### src/cpu_params.svh
`ifndef CPU_PARAMS_SVH
`define CPU_PARAMS_SVH

// data and instruction words share one width
`define WORD_SIZE 16

// four general registers, addressed by a two-bit field
`define NUM_REGS 4
`define REG_IDX_W 2

// fetch starts here after reset
`define RESET_PC 16'h0000

`endif

### src/cpu_pkg.sv
`include "cpu_params.svh"

package cpu_pkg;

    typedef enum logic [3:0] {
        OP_BNE   = 4'd0,
        OP_BEQ   = 4'd1,
        OP_ADI   = 4'd4,
        OP_ORI   = 4'd5,
        OP_LHI   = 4'd6,
        OP_LWD   = 4'd7,
        OP_SWD   = 4'd8,
        OP_JMP   = 4'd9,
        OP_RTYPE = 4'd15
    } opcode_e;

    // WWD and HLT live in the R-type group
    typedef enum logic [5:0] {
        FN_ADD = 6'd0,
        FN_SUB = 6'd1,
        FN_AND = 6'd2,
        FN_ORR = 6'd3,
        FN_WWD = 6'd28,
        FN_HLT = 6'd29
    } func_e;

    typedef enum logic [2:0] {
        ALU_ADD    = 3'd0,
        ALU_SUB    = 3'd1,
        ALU_AND    = 3'd2,
        ALU_OR     = 3'd3,
        ALU_PASS_B = 3'd4,
        ALU_LHI    = 3'd5
    } alu_op_e;

    typedef struct packed {
        opcode_e               opcode;
        logic [`REG_IDX_W-1:0] rs;
        logic [`REG_IDX_W-1:0] rt;
        logic [`REG_IDX_W-1:0] rd;
        func_e                 func;
    } r_fmt_t;

    typedef struct packed {
        opcode_e               opcode;
        logic [`REG_IDX_W-1:0] rs;
        logic [`REG_IDX_W-1:0] rt;
        logic [7:0]            imm;
    } i_fmt_t;

    typedef struct packed {
        opcode_e    opcode;
        logic [11:0] target;
    } j_fmt_t;

    typedef union packed {
        r_fmt_t r;
        i_fmt_t i;
        j_fmt_t j;
    } instr_u;

endpackage

### src/cpu_top.sv
`timescale 1ns/10ps
`include "cpu_params.svh"

module cpu_top
    import cpu_pkg::*;
(
    input  logic                  clk,
    input  logic                  reset_n,
    input  logic [`WORD_SIZE-1:0] i_data,
    input  logic [`WORD_SIZE-1:0] d_rdata,
    output logic [`WORD_SIZE-1:0] i_addr,
    output logic [`WORD_SIZE-1:0] d_addr,
    output logic [`WORD_SIZE-1:0] d_wdata,
    output logic                  d_read,
    output logic                  d_write,
    output logic [`WORD_SIZE-1:0] out_value,
    output logic                  out_valid,
    output logic                  halted
);

    ////////////////////////////////////////
    // pipeline nets

    logic [`WORD_SIZE-1:0] if_pc, id_pc, ex_pc, redirect_pc;
    instr_u                if_instr;
    logic [`WORD_SIZE-1:0] id_rs_data, id_rt_data, id_imm;
    logic [`WORD_SIZE-1:0] ex_rs_data, ex_rt_data, ex_imm;
    logic [`REG_IDX_W-1:0] id_rd, ex_rd, m_rd, wb_rd;
    alu_op_e               id_alu_op, ex_alu_op;
    logic [11:0]           id_jump_target, ex_jump_target;
    logic                  id_alu_src_b, id_mem_read, id_mem_write, id_reg_write;
    logic                  id_mem_to_reg, id_is_branch, id_branch_ne, id_is_jump;
    logic                  id_is_wwd, id_is_halt;
    logic                  ex_alu_src_b, ex_mem_read, ex_mem_write, ex_reg_write;
    logic                  ex_mem_to_reg, ex_is_branch, ex_branch_ne, ex_is_jump;
    logic                  ex_is_wwd, ex_is_halt;
    logic [`WORD_SIZE-1:0] m_alu_result, m_store_data, wb_data;
    logic                  m_reg_write, m_mem_read, m_mem_write, m_mem_to_reg;
    logic                  m_is_wwd, m_is_halt;
    logic                  stall, redirect, flush, wb_en, wb_halt;

    fetch_stage fetch_i (.*);

    // hazard checks look at the writers in execute and memory
    decode_stage decode_i (
        .ex_we  (ex_reg_write),
        .mem_rd (m_rd),
        .mem_we (m_reg_write),
        .*
    );

    id_ex id_ex_i (.*);

    execute_stage execute_i (.*);

    mem_wb_stage mem_wb_i (.*);

endmodule

### src/decode_stage.sv
`timescale 1ns/10ps
`include "cpu_params.svh"

module decode_stage
    import cpu_pkg::*;
(
    input  logic                  clk,
    input  logic                  reset_n,
    input  logic [`WORD_SIZE-1:0] if_pc,
    input  instr_u                if_instr,
    input  logic                  wb_en,
    input  logic [`REG_IDX_W-1:0] wb_rd,
    input  logic [`WORD_SIZE-1:0] wb_data,
    input  logic                  wb_halt,
    input  logic [`REG_IDX_W-1:0] ex_rd,
    input  logic                  ex_we,
    input  logic [`REG_IDX_W-1:0] mem_rd,
    input  logic                  mem_we,
    input  logic                  flush,
    output logic                  stall,
    output logic                  halted,
    output logic [`WORD_SIZE-1:0] id_pc,
    output logic [`WORD_SIZE-1:0] id_rs_data,
    output logic [`WORD_SIZE-1:0] id_rt_data,
    output logic [`WORD_SIZE-1:0] id_imm,
    output logic [`REG_IDX_W-1:0] id_rd,
    output alu_op_e               id_alu_op,
    output logic                  id_alu_src_b,
    output logic                  id_mem_read,
    output logic                  id_mem_write,
    output logic                  id_reg_write,
    output logic                  id_mem_to_reg,
    output logic                  id_is_branch,
    output logic                  id_branch_ne,
    output logic                  id_is_jump,
    output logic [11:0]           id_jump_target,
    output logic                  id_is_wwd,
    output logic                  id_is_halt
);

    logic [`WORD_SIZE-1:0] regs [`NUM_REGS];
    logic [`REG_IDX_W-1:0] rs;
    logic [`REG_IDX_W-1:0] rt;
    logic                  use_rs;
    logic                  use_rt;
    logic                  hazard;
    logic                  halt_pending;

    assign rs             = if_instr.r.rs;
    assign rt             = if_instr.r.rt;
    assign id_pc          = if_pc;
    assign id_jump_target = if_instr.j.target;

    ////////////////////////////////////////
    // control decode

    always_comb begin
        id_imm        = {{(`WORD_SIZE-8){if_instr.i.imm[7]}}, if_instr.i.imm};
        id_rd         = if_instr.i.rt;
        id_alu_op     = ALU_PASS_B;
        id_alu_src_b  = 1'b1;
        id_mem_read   = 1'b0;
        id_mem_write  = 1'b0;
        id_reg_write  = 1'b0;
        id_mem_to_reg = 1'b0;
        id_is_branch  = 1'b0;
        id_branch_ne  = 1'b0;
        id_is_jump    = 1'b0;
        id_is_wwd     = 1'b0;
        id_is_halt    = 1'b0;
        use_rs        = 1'b0;
        use_rt        = 1'b0;
        // once a halt has issued, younger instructions are dropped here
        if (!halt_pending) begin
            case (if_instr.r.opcode)
                OP_RTYPE: begin
                    id_rd        = if_instr.r.rd;
                    id_alu_src_b = 1'b0;
                    case (if_instr.r.func)
                        FN_ADD, FN_SUB, FN_AND, FN_ORR: begin
                            // function codes 0 to 3 line up with the ALU encoding
                            id_alu_op    = alu_op_e'(if_instr.r.func[2:0]);
                            id_reg_write = 1'b1;
                            use_rs       = 1'b1;
                            use_rt       = 1'b1;
                        end
                        FN_WWD: begin
                            id_is_wwd = 1'b1;
                            use_rs    = 1'b1;
                        end
                        FN_HLT: id_is_halt = 1'b1;
                        default: ;
                    endcase
                end
                OP_ADI: begin
                    id_alu_op    = ALU_ADD;
                    id_reg_write = 1'b1;
                    use_rs       = 1'b1;
                end
                OP_ORI: begin
                    id_imm       = {{(`WORD_SIZE-8){1'b0}}, if_instr.i.imm};
                    id_alu_op    = ALU_OR;
                    id_reg_write = 1'b1;
                    use_rs       = 1'b1;
                end
                OP_LHI: begin
                    id_alu_op    = ALU_LHI;
                    id_reg_write = 1'b1;
                end
                OP_LWD: begin
                    id_alu_op     = ALU_ADD;
                    id_mem_read   = 1'b1;
                    id_mem_to_reg = 1'b1;
                    id_reg_write  = 1'b1;
                    use_rs        = 1'b1;
                end
                OP_SWD: begin
                    id_alu_op    = ALU_ADD;
                    id_mem_write = 1'b1;
                    use_rs       = 1'b1;
                    use_rt       = 1'b1;
                end
                OP_BNE, OP_BEQ: begin
                    id_is_branch = 1'b1;
                    id_branch_ne = (if_instr.r.opcode == OP_BNE);
                    use_rs       = 1'b1;
                    use_rt       = 1'b1;
                end
                OP_JMP: id_is_jump = 1'b1;
                default: ;
            endcase
        end
    end

    ////////////////////////////////////////
    // register file and interlock

    // a writeback in this cycle is visible to the read
    assign id_rs_data = (wb_en && wb_rd == rs) ? wb_data : regs[rs];
    assign id_rt_data = (wb_en && wb_rd == rt) ? wb_data : regs[rt];

    assign hazard = (use_rs && ((ex_we && ex_rd == rs) || (mem_we && mem_rd == rs)))
                 || (use_rt && ((ex_we && ex_rd == rt) || (mem_we && mem_rd == rt)));
    // the instruction here is squashed by a flush, so it must not hold fetch
    assign stall = hazard && !flush;

    always_ff @(posedge clk) begin
        if (reset_n) begin
            for (int i = 0; i < `NUM_REGS; i++)
                regs[i] <= '0;
        end else if (wb_en) begin
            regs[wb_rd] <= wb_data;
        end
    end

    always_ff @(posedge clk) begin
        if (reset_n) begin
            halt_pending <= 1'b0;
            halted       <= 1'b0;
        end else begin
            if (id_is_halt && !flush)
                halt_pending <= 1'b1;
            if (wb_halt)
                halted <= 1'b1;
        end
    end

    // the producer reaches writeback within three stall cycles
    assert property (@(posedge clk) disable iff (reset_n)
        stall && $past(stall) && $past(stall, 2) |=> !stall)
        else $error("decode interlock did not release");

endmodule

### src/execute_stage.sv
`timescale 1ns/10ps
`include "cpu_params.svh"

module execute_stage
    import cpu_pkg::*;
(
    input  logic                  clk,
    input  logic                  reset_n,
    input  logic [`WORD_SIZE-1:0] ex_pc,
    input  logic [`WORD_SIZE-1:0] ex_rs_data,
    input  logic [`WORD_SIZE-1:0] ex_rt_data,
    input  logic [`WORD_SIZE-1:0] ex_imm,
    input  logic [`REG_IDX_W-1:0] ex_rd,
    input  alu_op_e               ex_alu_op,
    input  logic                  ex_alu_src_b,
    input  logic                  ex_mem_read,
    input  logic                  ex_mem_write,
    input  logic                  ex_reg_write,
    input  logic                  ex_mem_to_reg,
    input  logic                  ex_is_branch,
    input  logic                  ex_branch_ne,
    input  logic                  ex_is_jump,
    input  logic [11:0]           ex_jump_target,
    input  logic                  ex_is_wwd,
    input  logic                  ex_is_halt,
    output logic                  redirect,
    output logic [`WORD_SIZE-1:0] redirect_pc,
    output logic                  flush,
    output logic [`WORD_SIZE-1:0] m_alu_result,
    output logic [`WORD_SIZE-1:0] m_store_data,
    output logic [`REG_IDX_W-1:0] m_rd,
    output logic                  m_reg_write,
    output logic                  m_mem_read,
    output logic                  m_mem_write,
    output logic                  m_mem_to_reg,
    output logic                  m_is_wwd,
    output logic                  m_is_halt
);

    logic [`WORD_SIZE-1:0] op_b;
    logic [`WORD_SIZE-1:0] alu_out;
    logic                  taken;

    assign op_b = ex_alu_src_b ? ex_imm : ex_rt_data;

    always_comb begin
        case (ex_alu_op)
            ALU_ADD:    alu_out = ex_rs_data + op_b;
            ALU_SUB:    alu_out = ex_rs_data - op_b;
            ALU_AND:    alu_out = ex_rs_data & op_b;
            ALU_OR:     alu_out = ex_rs_data | op_b;
            ALU_PASS_B: alu_out = op_b;
            ALU_LHI:    alu_out = {op_b[7:0], 8'h00};
            default:    alu_out = '0;
        endcase
    end

    ////////////////////////////////////////
    // branch resolution

    // BNE inverts the equality test of BEQ
    assign taken    = ex_is_branch && ((ex_rs_data == ex_rt_data) ^ ex_branch_ne);
    assign redirect = taken || ex_is_jump;
    assign flush    = redirect;

    assign redirect_pc = ex_is_jump ? {ex_pc[`WORD_SIZE-1:12], ex_jump_target}
                                    : ex_pc + `WORD_SIZE'(1) + ex_imm;

    always_ff @(posedge clk) begin
        m_alu_result <= alu_out;
        m_store_data <= ex_is_wwd ? ex_rs_data : ex_rt_data;
        m_rd         <= ex_rd;
        m_mem_to_reg <= ex_mem_to_reg;
    end

    always_ff @(posedge clk) begin
        if (reset_n) begin
            m_reg_write <= 1'b0;
            m_mem_read  <= 1'b0;
            m_mem_write <= 1'b0;
            m_is_wwd    <= 1'b0;
            m_is_halt   <= 1'b0;
        end else begin
            m_reg_write <= ex_reg_write;
            m_mem_read  <= ex_mem_read;
            m_mem_write <= ex_mem_write;
            m_is_wwd    <= ex_is_wwd;
            m_is_halt   <= ex_is_halt;
        end
    end

endmodule

### src/fetch_stage.sv
`timescale 1ns/10ps
`include "cpu_params.svh"

module fetch_stage
    import cpu_pkg::*;
(
    input  logic                  clk,
    input  logic                  reset_n,
    input  logic                  stall,
    input  logic                  redirect,
    input  logic [`WORD_SIZE-1:0] redirect_pc,
    input  logic                  flush,
    input  logic                  halted,
    input  logic [`WORD_SIZE-1:0] i_data,
    output logic [`WORD_SIZE-1:0] i_addr,
    output logic [`WORD_SIZE-1:0] if_pc,
    output instr_u                if_instr
);

    // an R-type word with an unused function code decodes to nothing
    localparam logic [`WORD_SIZE-1:0] BUBBLE = {OP_RTYPE, 12'hfff};

    logic [`WORD_SIZE-1:0] pc;

    assign i_addr = pc;

    always_ff @(posedge clk) begin
        if (reset_n) begin
            pc <= `RESET_PC;
        end else if (!halted) begin
            if (redirect)
                pc <= redirect_pc;
            else if (!stall)
                pc <= pc + `WORD_SIZE'(1);
        end
    end

    always_ff @(posedge clk) begin
        if (reset_n || flush || halted) begin
            if_instr <= BUBBLE;
        end else if (!stall) begin
            if_instr <= i_data;
            if_pc    <= pc;
        end
    end

    // decode drops its stall whenever execute redirects
    assert property (@(posedge clk) disable iff (reset_n)
        redirect |-> !stall)
        else $error("fetch held by a stall during a redirect");

endmodule

### src/id_ex.sv
`timescale 1ns/10ps
`include "cpu_params.svh"

module id_ex
    import cpu_pkg::*;
(
    input  logic                  clk,
    input  logic                  reset_n,
    input  logic                  stall,
    input  logic                  flush,
    input  logic [`WORD_SIZE-1:0] id_pc,
    input  logic [`WORD_SIZE-1:0] id_rs_data,
    input  logic [`WORD_SIZE-1:0] id_rt_data,
    input  logic [`WORD_SIZE-1:0] id_imm,
    input  logic [`REG_IDX_W-1:0] id_rd,
    input  alu_op_e               id_alu_op,
    input  logic                  id_alu_src_b,
    input  logic                  id_mem_read,
    input  logic                  id_mem_write,
    input  logic                  id_reg_write,
    input  logic                  id_mem_to_reg,
    input  logic                  id_is_branch,
    input  logic                  id_branch_ne,
    input  logic                  id_is_jump,
    input  logic [11:0]           id_jump_target,
    input  logic                  id_is_wwd,
    input  logic                  id_is_halt,
    output logic [`WORD_SIZE-1:0] ex_pc,
    output logic [`WORD_SIZE-1:0] ex_rs_data,
    output logic [`WORD_SIZE-1:0] ex_rt_data,
    output logic [`WORD_SIZE-1:0] ex_imm,
    output logic [`REG_IDX_W-1:0] ex_rd,
    output alu_op_e               ex_alu_op,
    output logic                  ex_alu_src_b,
    output logic                  ex_mem_read,
    output logic                  ex_mem_write,
    output logic                  ex_reg_write,
    output logic                  ex_mem_to_reg,
    output logic                  ex_is_branch,
    output logic                  ex_branch_ne,
    output logic                  ex_is_jump,
    output logic [11:0]           ex_jump_target,
    output logic                  ex_is_wwd,
    output logic                  ex_is_halt
);

    always_ff @(posedge clk) begin
        ex_pc          <= id_pc;
        ex_rs_data     <= id_rs_data;
        ex_rt_data     <= id_rt_data;
        ex_imm         <= id_imm;
        ex_rd          <= id_rd;
        ex_alu_op      <= id_alu_op;
        ex_alu_src_b   <= id_alu_src_b;
        ex_mem_to_reg  <= id_mem_to_reg;
        ex_branch_ne   <= id_branch_ne;
        ex_jump_target <= id_jump_target;
    end

    // a bubble carries no side effects
    always_ff @(posedge clk) begin
        if (reset_n || stall || flush) begin
            ex_reg_write <= 1'b0;
            ex_mem_read  <= 1'b0;
            ex_mem_write <= 1'b0;
            ex_is_wwd    <= 1'b0;
            ex_is_halt   <= 1'b0;
            ex_is_branch <= 1'b0;
            ex_is_jump   <= 1'b0;
        end else begin
            ex_reg_write <= id_reg_write;
            ex_mem_read  <= id_mem_read;
            ex_mem_write <= id_mem_write;
            ex_is_wwd    <= id_is_wwd;
            ex_is_halt   <= id_is_halt;
            ex_is_branch <= id_is_branch;
            ex_is_jump   <= id_is_jump;
        end
    end

    // an instruction is at most one of load, store, output, halt, branch or jump
    assert property (@(posedge clk) disable iff (reset_n)
        $onehot0({ex_mem_read, ex_mem_write, ex_is_wwd, ex_is_halt, ex_is_branch,
                  ex_is_jump}))
        else $error("execute holds more than one operation kind");

endmodule

### src/mem_wb_stage.sv
`timescale 1ns/10ps
`include "cpu_params.svh"

module mem_wb_stage (
    input  logic                  clk,
    input  logic                  reset_n,
    input  logic [`WORD_SIZE-1:0] m_alu_result,
    input  logic [`WORD_SIZE-1:0] m_store_data,
    input  logic [`REG_IDX_W-1:0] m_rd,
    input  logic                  m_reg_write,
    input  logic                  m_mem_read,
    input  logic                  m_mem_write,
    input  logic                  m_mem_to_reg,
    input  logic                  m_is_wwd,
    input  logic                  m_is_halt,
    input  logic [`WORD_SIZE-1:0] d_rdata,
    output logic [`WORD_SIZE-1:0] d_addr,
    output logic [`WORD_SIZE-1:0] d_wdata,
    output logic                  d_read,
    output logic                  d_write,
    output logic                  wb_en,
    output logic [`REG_IDX_W-1:0] wb_rd,
    output logic [`WORD_SIZE-1:0] wb_data,
    output logic [`WORD_SIZE-1:0] out_value,
    output logic                  out_valid,
    output logic                  wb_halt
);

    assign d_addr  = m_alu_result;
    assign d_wdata = m_store_data;
    assign d_read  = m_mem_read;
    assign d_write = m_mem_write;

    always_ff @(posedge clk) begin
        wb_rd   <= m_rd;
        wb_data <= m_mem_to_reg ? d_rdata : m_alu_result;
        // out_value holds the last WWD word between outputs
        if (m_is_wwd)
            out_value <= m_store_data;
    end

    always_ff @(posedge clk) begin
        if (reset_n) begin
            wb_en     <= 1'b0;
            out_valid <= 1'b0;
            wb_halt   <= 1'b0;
        end else begin
            wb_en     <= m_reg_write;
            out_valid <= m_is_wwd;
            wb_halt   <= m_is_halt;
        end
    end

    assert property (@(posedge clk) disable iff (reset_n) !(d_read && d_write))
        else $error("data port read and write in the same cycle");

endmodule

### config.mk
export PLATFORM = sky130hd
export DESIGN_NAME = cpu_top
export DESIGN_NICKNAME = d
export VERILOG_FILES = /design/src/cpu_pkg.sv /design/src/cpu_top.sv /design/src/decode_stage.sv /design/src/execute_stage.sv /design/src/fetch_stage.sv /design/src/id_ex.sv /design/src/mem_wb_stage.sv
export VERILOG_INCLUDE_DIRS = /design/src /design/src/src
export SDC_FILE = /design/constraint.sdc
export NUM_CORES = 1
export LEC_CHECK = 0
export ABC_AREA = 0
export BUFFER_PORTS_ARGS = -buffer_cell sky130_fd_sc_hd__buf_2
export CAP_MARGIN = 20
export CORE_MARGIN = 5
export CORE_UTILIZATION = 65
export DETAILED_ROUTE_END_ITERATION = 8
export GPL_TIMING_DRIVEN = 1
export MAX_ROUTING_LAYER = met4
export PLACE_DENSITY = 0.86
export SKIP_LAST_GASP = 1
export SLEW_MARGIN = 10
export SYNTH_ARGS = -nofsm -noshare
export SYNTH_HDL_FRONTEND = slang
export SYNTH_SLANG_ARGS = --single-unit
### constraint.sdc
create_clock -name clk -period 8.5 [get_ports clk]
set_input_delay 0 -clock clk [delete_from_list [all_inputs] [get_ports clk]]
set_output_delay 0 -clock clk [all_outputs]
set_load 0.005 [all_outputs]
Word level (Yosys, flattened, before mapping)
Memories as Yosys holds them, arrays and structs flattened. A register that Yosys moved wholly into a read port is not among the register bits.
Index checks and enable logic that the tools add are counted.
{"block": "word_totals", "reg_bits": 218, "ram_bits": 64, "input_bits": 34, "output_inout_bits": 68, "wordCells": 157, "mem_count": 1}
{"memory": "decode_i.regs", "words": 4, "word_bits": 16, "rd": 2, "rd_clocked_by_memory_dff": 2, "write_ports": 4, "line_no": "decode_stage.sv:41", "source": "logic [`WORD_SIZE-1:0] regs [`NUM_REGS];"}
{"block": "op_classes", "addsub": 5, "n_eq_ne": 26, "muxes": 44, "bitwise": 8, "n_reduce_logical": 36}
{"cell": "two-way mux 16 bit", "n": 11}
{"cell": "case mux 16 bit (6 select lines)", "n": 1}
{"cell": "adder 16 x 1 -> 16 bit (second input constant)", "n": 2}
{"cell": "adder 16 bit", "n": 2}
{"cell": "two-way mux 1 bit", "n": 20}
{"cell": "AND 16 bit", "n": 1}
{"cell": "== test 16 bit", "n": 1}
{"cell": "== test 4 x 3 -> 1 bit (second input constant)", "n": 4}
{"cell": "OR 16 bit", "n": 1}
{"cell": "OR reduction 16 bit", "n": 1}
{"cell": "subtractor 16 bit", "n": 1}
{"cell": "two-way mux 2 bit", "n": 7}
{"cell": "== test 2 bit", "n": 6}
{"cell": "== test 4 bit (second input constant)", "n": 3}
{"cell": "== test 6 x 2 -> 1 bit (second input constant)", "n": 2}
{"cell": "== test 6 x 5 -> 1 bit (second input constant)", "n": 2}
{"cell": "case mux 3 bit (4 select lines)", "n": 1}
{"cell": "logical AND 1 bit", "n": 11}
{"cell": "OR reduction 3 bit", "n": 3}
{"cell": "logical OR 1 bit", "n": 8}
{"cell": "OR reduction 4 bit", "n": 2}
{"cell": "== test 3 x 2 -> 1 bit (second input constant)", "n": 2}
{"cell": "== test 3 bit (second input constant)", "n": 2}
{"cell": "== test 6 x 1 -> 1 bit (second input constant)", "n": 1}
{"cell": "other kinds (15)", "n": 24}

Depth between registers and ports, before layout
{"block": "logic_depth", "word_depth": 11, "ltp_mapped": 19, "ltp_nobuf": 16}

Modules after synthesis
A second synthesis with hierarchy kept.
{"block": "hier_totals", "hier_cells": 1227, "hier_area_um2": 13928.4}
{"module": "decode_stage", "n_inst": 1, "cells_per_inst": 332, "area_each_um2": 4440.5}
{"module": "execute_stage", "n_inst": 1, "cells_per_inst": 496, "area_each_um2": 4065.1}
{"module": "fetch_stage", "n_inst": 1, "cells_per_inst": 209, "area_each_um2": 2115.8}
{"module": "id_ex", "n_inst": 1, "cells_per_inst": 98, "area_each_um2": 1883.1}
{"module": "mem_wb_stage", "n_inst": 1, "cells_per_inst": 92, "area_each_um2": 1423.9}

Least setup slack after synthesis
Ideal clock, no wire load.
{"block": "synth_timing", "kind": "reg-to-reg", "start": "reg id_ex_i.ex_alu_src_b", "end": "reg execute_i.m_alu_result[14]", "arrival_ns": 3.876, "setup_slack_ns": 4.550, "path_stages_with_launch": 19, "path_buffers": 4, "period_less_slack_ns": 3.950, "path_cell_list": "dfxtp_1 buf_2 buf_2 buf_1 mux2_2 inv_1 ha_1 a21oi_1 xor2_1 ha_1 clkbuf_2 o21a_1 o21ai_2 a21oi_2 a41o_1 o21a_1 o21a_1 or4_1 a31oi_1"}
{"block": "synth_between", "elab_chain_cells": 3, "word_cells_on_any_way": 6, "cone_classes": "add/sub (2); mux (2); bitwise (2)"}
{"item": "start, declared", "line_no": "id_ex.sv:34", "source": "output logic ex_alu_src_b,"}
{"item": "start signal, assigned", "line_no": "id_ex.sv:54", "source": "ex_alu_src_b <= id_alu_src_b;"}
{"item": "two-way mux 16 bit *", "line_no": "execute_stage.sv:44", "source": "assign op_b = ex_alu_src_b ? ex_imm : ex_rt_data;"}
{"item": "subtractor 16 bit, or another cell as far along", "line_no": "execute_stage.sv:49", "source": "ALU_SUB: alu_out = ex_rs_data - op_b;"}
{"item": "case mux 16 bit (6 select lines) *", "line_no": "execute_stage.sv:47", "source": "case (ex_alu_op)"}
{"item": "net execute_i.alu_out[14]", "line_no": "execute_stage.sv:41", "source": "logic [`WORD_SIZE-1:0] alu_out;"}
{"item": "end signal, assigned", "line_no": "execute_stage.sv:70", "source": "m_alu_result <= alu_out;"}
{"item": "end, declared", "line_no": "execute_stage.sv:29", "source": "output logic [`WORD_SIZE-1:0] m_alu_result,"}
The timed path passes the listed nets; every way through them passes the cells marked *.
A chain may end at the register's enable or synchronous reset.

Final worst setup path
{"block": "layout_timing", "start": "reg id_ex_i.ex_alu_op[2]", "end": "reg execute_i.m_alu_result[14]"}
{"block": "layout_between", "elab_chain_cells": 2, "word_cells_on_any_way": 7, "cone_classes": "eq/ne (5); mux (1); reduce/logical (1)"}
{"item": "start, declared", "line_no": "id_ex.sv:33", "source": "output alu_op_e ex_alu_op,"}
{"item": "start signal, assigned", "line_no": "id_ex.sv:53", "source": "ex_alu_op <= id_alu_op;"}
{"item": "== test 3 bit, or another cell as far along", "line_no": "execute_stage.sv:47"}
{"item": "case mux 16 bit (6 select lines) *", "line_no": "execute_stage.sv:47"}
{"item": "net execute_i.alu_out[14]", "line_no": "execute_stage.sv:41"}
Marked as above.

==> impl_results.md <==
- Clock share of power: 0.367
- Fill count: ~1300
- Final hold vios: 0
- P&R area growth vs syn: 15.59%
- Core Footprint: 19270 um^2
- Row count: 51
- Vias in the first global route: approximately 9200
- CP max FO: 23
- Total grt overflow: 0
- Most frequent cells in the layout: dfxtp_1, buf_2, edfxtp_1
- Crit Path Class: reg -> reg
- Routed vias: 9441
- Hold Slack: 0.2200 ns
- Static leakage: 5.848 nW
- Post-CTS Setup Bufs: 0
- Vias per cell: between 6 and 7
- Skew final: 0.01962 ns
- Starting Density: 0.6548
- Crit path time final: 4.594 ns
- Net Sw Frac: 0.2741
- Post-Place Cells: 1463
- Drt pass-1 iters: 5
- Highest clock rate: roughly 0.22 GHz
- Design area: 14590 um^2
- Synth Area per Inst: 11.08 um^2
- Cell area after synthesis: 12620 um^2
- Combinational fraction of design power: 0.156
- Largest net degree at the start of global routing: 34
- Reg with most FFs: decode_i.regs
- Syn Nets: 1209
- Max-cap violations: 0
- Area fraction in and, or, nand and nor cells after synthesis: 0.1418
- Main synth FF type: dfxtp_1
- Compound-gate portion of the synthesized area: 0.09470
- Die Width: 149.3 um
- First-pass GRT wire length: roughly 50000 um
- Met3 GRT Util: 0.04224
- Met2 Use GR: 0.4773
- # port buffers: ~100
- Post-DP HPWL: roughly 22000 um
- DRC viols: 0
- XOR/XNOR share of the synthesized area: 0.04650
- Die area: 22300 um^2
- Initial antenna violation count: 2
- Mux contribution to synthesized area: 0.1397
- WP data arrival: 5.06 ns
- Post-synthesis sequential area ratio: 0.5061
- Register area: 6386 um^2
- Routed Antenna Nets: 0
- CTS tree: yes
- Placed Area: 13330 um^2
- Crit. End Element: flip-flop
- Number of buffers created by CTS: 27
- Initial drt markers: slightly above 700
- WL final: 32810 um
- Period utilization: 0.5404
- Die Y: between 100 and 150 um
- # clock sinks: between 200 and 300
- Total track usage: 0.3034
- Cell count after synthesis: 1139
- Bufs on Longest Clock Path: 3
- Post-synth EDFFs: 96
- Final core occ: 0.7569
- CTS H-tree depth: 1
- Largest family of logic cells by synthesized area: simple AND/OR/NAND/NOR gates
- Sw Pwr: 902.3 uW
- Multi-input logic area: 5939 um^2
- I/O pins: 102
- Busiest grt layer: met2
- Synth unique cells: 69
- Status: complete, no violations
- Reg clk slew, reported paths: around 0.07 ns
- Synthesized flop and latch total: about 270
- Async set-or-reset flop fraction in the synthesized netlist: 0
- RSZ-0062 raised after global routing: no
- Relative slew slack: 0.2483
- Maximum vdd drop: between 0.00015 and 0.0002 V
- Layout Cells excl Fill: ~1500
- Placer Congestion: 1.009
- Cell Pwr Density: 225.7 nW/um^2
- HP Class: in -> reg
- Nets: 1331
- Commonest non-fill, non-tap cell in the layout: dfxtp_1
- Max reg flops: 64
- CP required: approximately 9.0 ns
- Least-Margin Pin Slew: 1.125 ns
- Drt wl/cell: 21.18 um
- Number of max-slew violations in the final report: 0
- Sequential power share: 0.477
- Final setup viols: 0
- Share of layout cells above drive strength 1: 0.2075
- Setup TNS: 0 ns
- Clock latency at the later pin of the worst-skew pair: 0.54 ns
- Int Power: 2.389 mW
- Element type at the critical path start: flip-flop
- Clk root buf: clkbuf_16
- Grt met1 use: 0.4142
- Yosys warning count: 0
- Adder-Cell Fraction of Synth Area: 0.04641
[metrics by stage]
stage	total power, mW	worst slack, ns
floorplan	1.897	4.550
global placement	2.063	4.147
detailed placement	2.075	4.039
CTS	3.280	3.995
global route	3.415	3.663
finish	3.291	3.906
[synth_stat cells, types with 9 or more instances]
cell type  count  area, um^2
nand3_1       26       130.1
nor4_1        11       68.82
nor2b_1       17       106.4
maj3_1        12       120.1
nand2_1       94       352.8
nor3_1        22       110.1
nor2_1        71       266.5
mux2i_1       31       310.3
mux2_2        65       732.0
o22ai_1       11       68.82
mux4_2        32       720.7
o21ai_0       50       250.2
clkbuf_1      36       135.1
a21oi_1       46       230.2
inv_1         31       116.4
dfxtp_1      175        3503
xor2_1        31       271.5
o211ai_1       9       67.56
nand2b_1      11       68.82
and2_1        66       412.9
edfxtp_1      96        2883
xnor2_1       36       315.3
ha_1          34       425.4
a21o_1         9       67.56
[routing by layer]
| metal | wire length (um) | part of all wire |
|---|---|---|
| met1 | 13910 | 0.42 |
| met2 | 15480 | 0.47 |
| met3 | 2496 | 0.076 |
| met4 | 930 | 0.028 |
| met5 | 0 | 0 |
[layout make-up]
cell class,instances,share of cell area
repair buffers,141,0.06091
flip-flops and latches,271,0.4378
clock inverters,12,0.006863
multi-input cells,787,0.4072
clock buffers,38,0.05559
well taps,265,0.02273
inverters,33,0.008493
diodes,2,0.0003431
[timing repair]
item                                   4_1_cts  5_1_grt
endpoints found under the hold margin       44        0
hold buffers                                33        0
gates resized for setup                      0        0
[power groups by stage]
stage	sequential (mW)	combinational (mW)	clock, mW
4_1_cts	1.57	0.505	1.21
5_1_grt	1.58	0.560	1.27
2_1_floorplan	1.53	0.368	0
3_5_place_dp	1.59	0.485	0
3_3_place_gp	1.59	0.476	0
6_report	1.57	0.513	1.21
[logic make-up after synthesis]
kind of cell,after synthesis
mux,128
xor+xnor,67
fa+ha+maj,48
compound gates,188
flops,271
simple gates,356
buf+inv,81
[final timing paths]
path / startpoint / end / slack (ns) / cells after the start
max: id_ex_i.ex_alu_op[2] / execute_i.m_alu_result[14] / 3.91 / 14
min: d_rdata[2] / mem_wb_i.wb_data[2] / 0.22 / 3
max reg2reg: id_ex_i.ex_alu_op[2] / execute_i.m_alu_result[14] / 3.91 / 14
min reg2reg: fetch_i.if_pc[5] / id_ex_i.ex_pc[5] / 0.34 / 0
[worst max-delay path: stages (launching register included)]
cell      delay, ns
dfxtp_1        0.84
clkinv_1       0.55
nand2_1        0.29
nor2_1         0.17
nor2_1         0.18
xor2_1         0.18
ha_1           0.33
or4_4          0.57
o21ai_2        0.08
a21oi_2        0.07
a41o_1         0.28
o21a_1         0.18
o21a_1         0.20
or4_1          0.48
a31oi_1        0.13
Note: power is estimated with default switching activity, not from simulation.
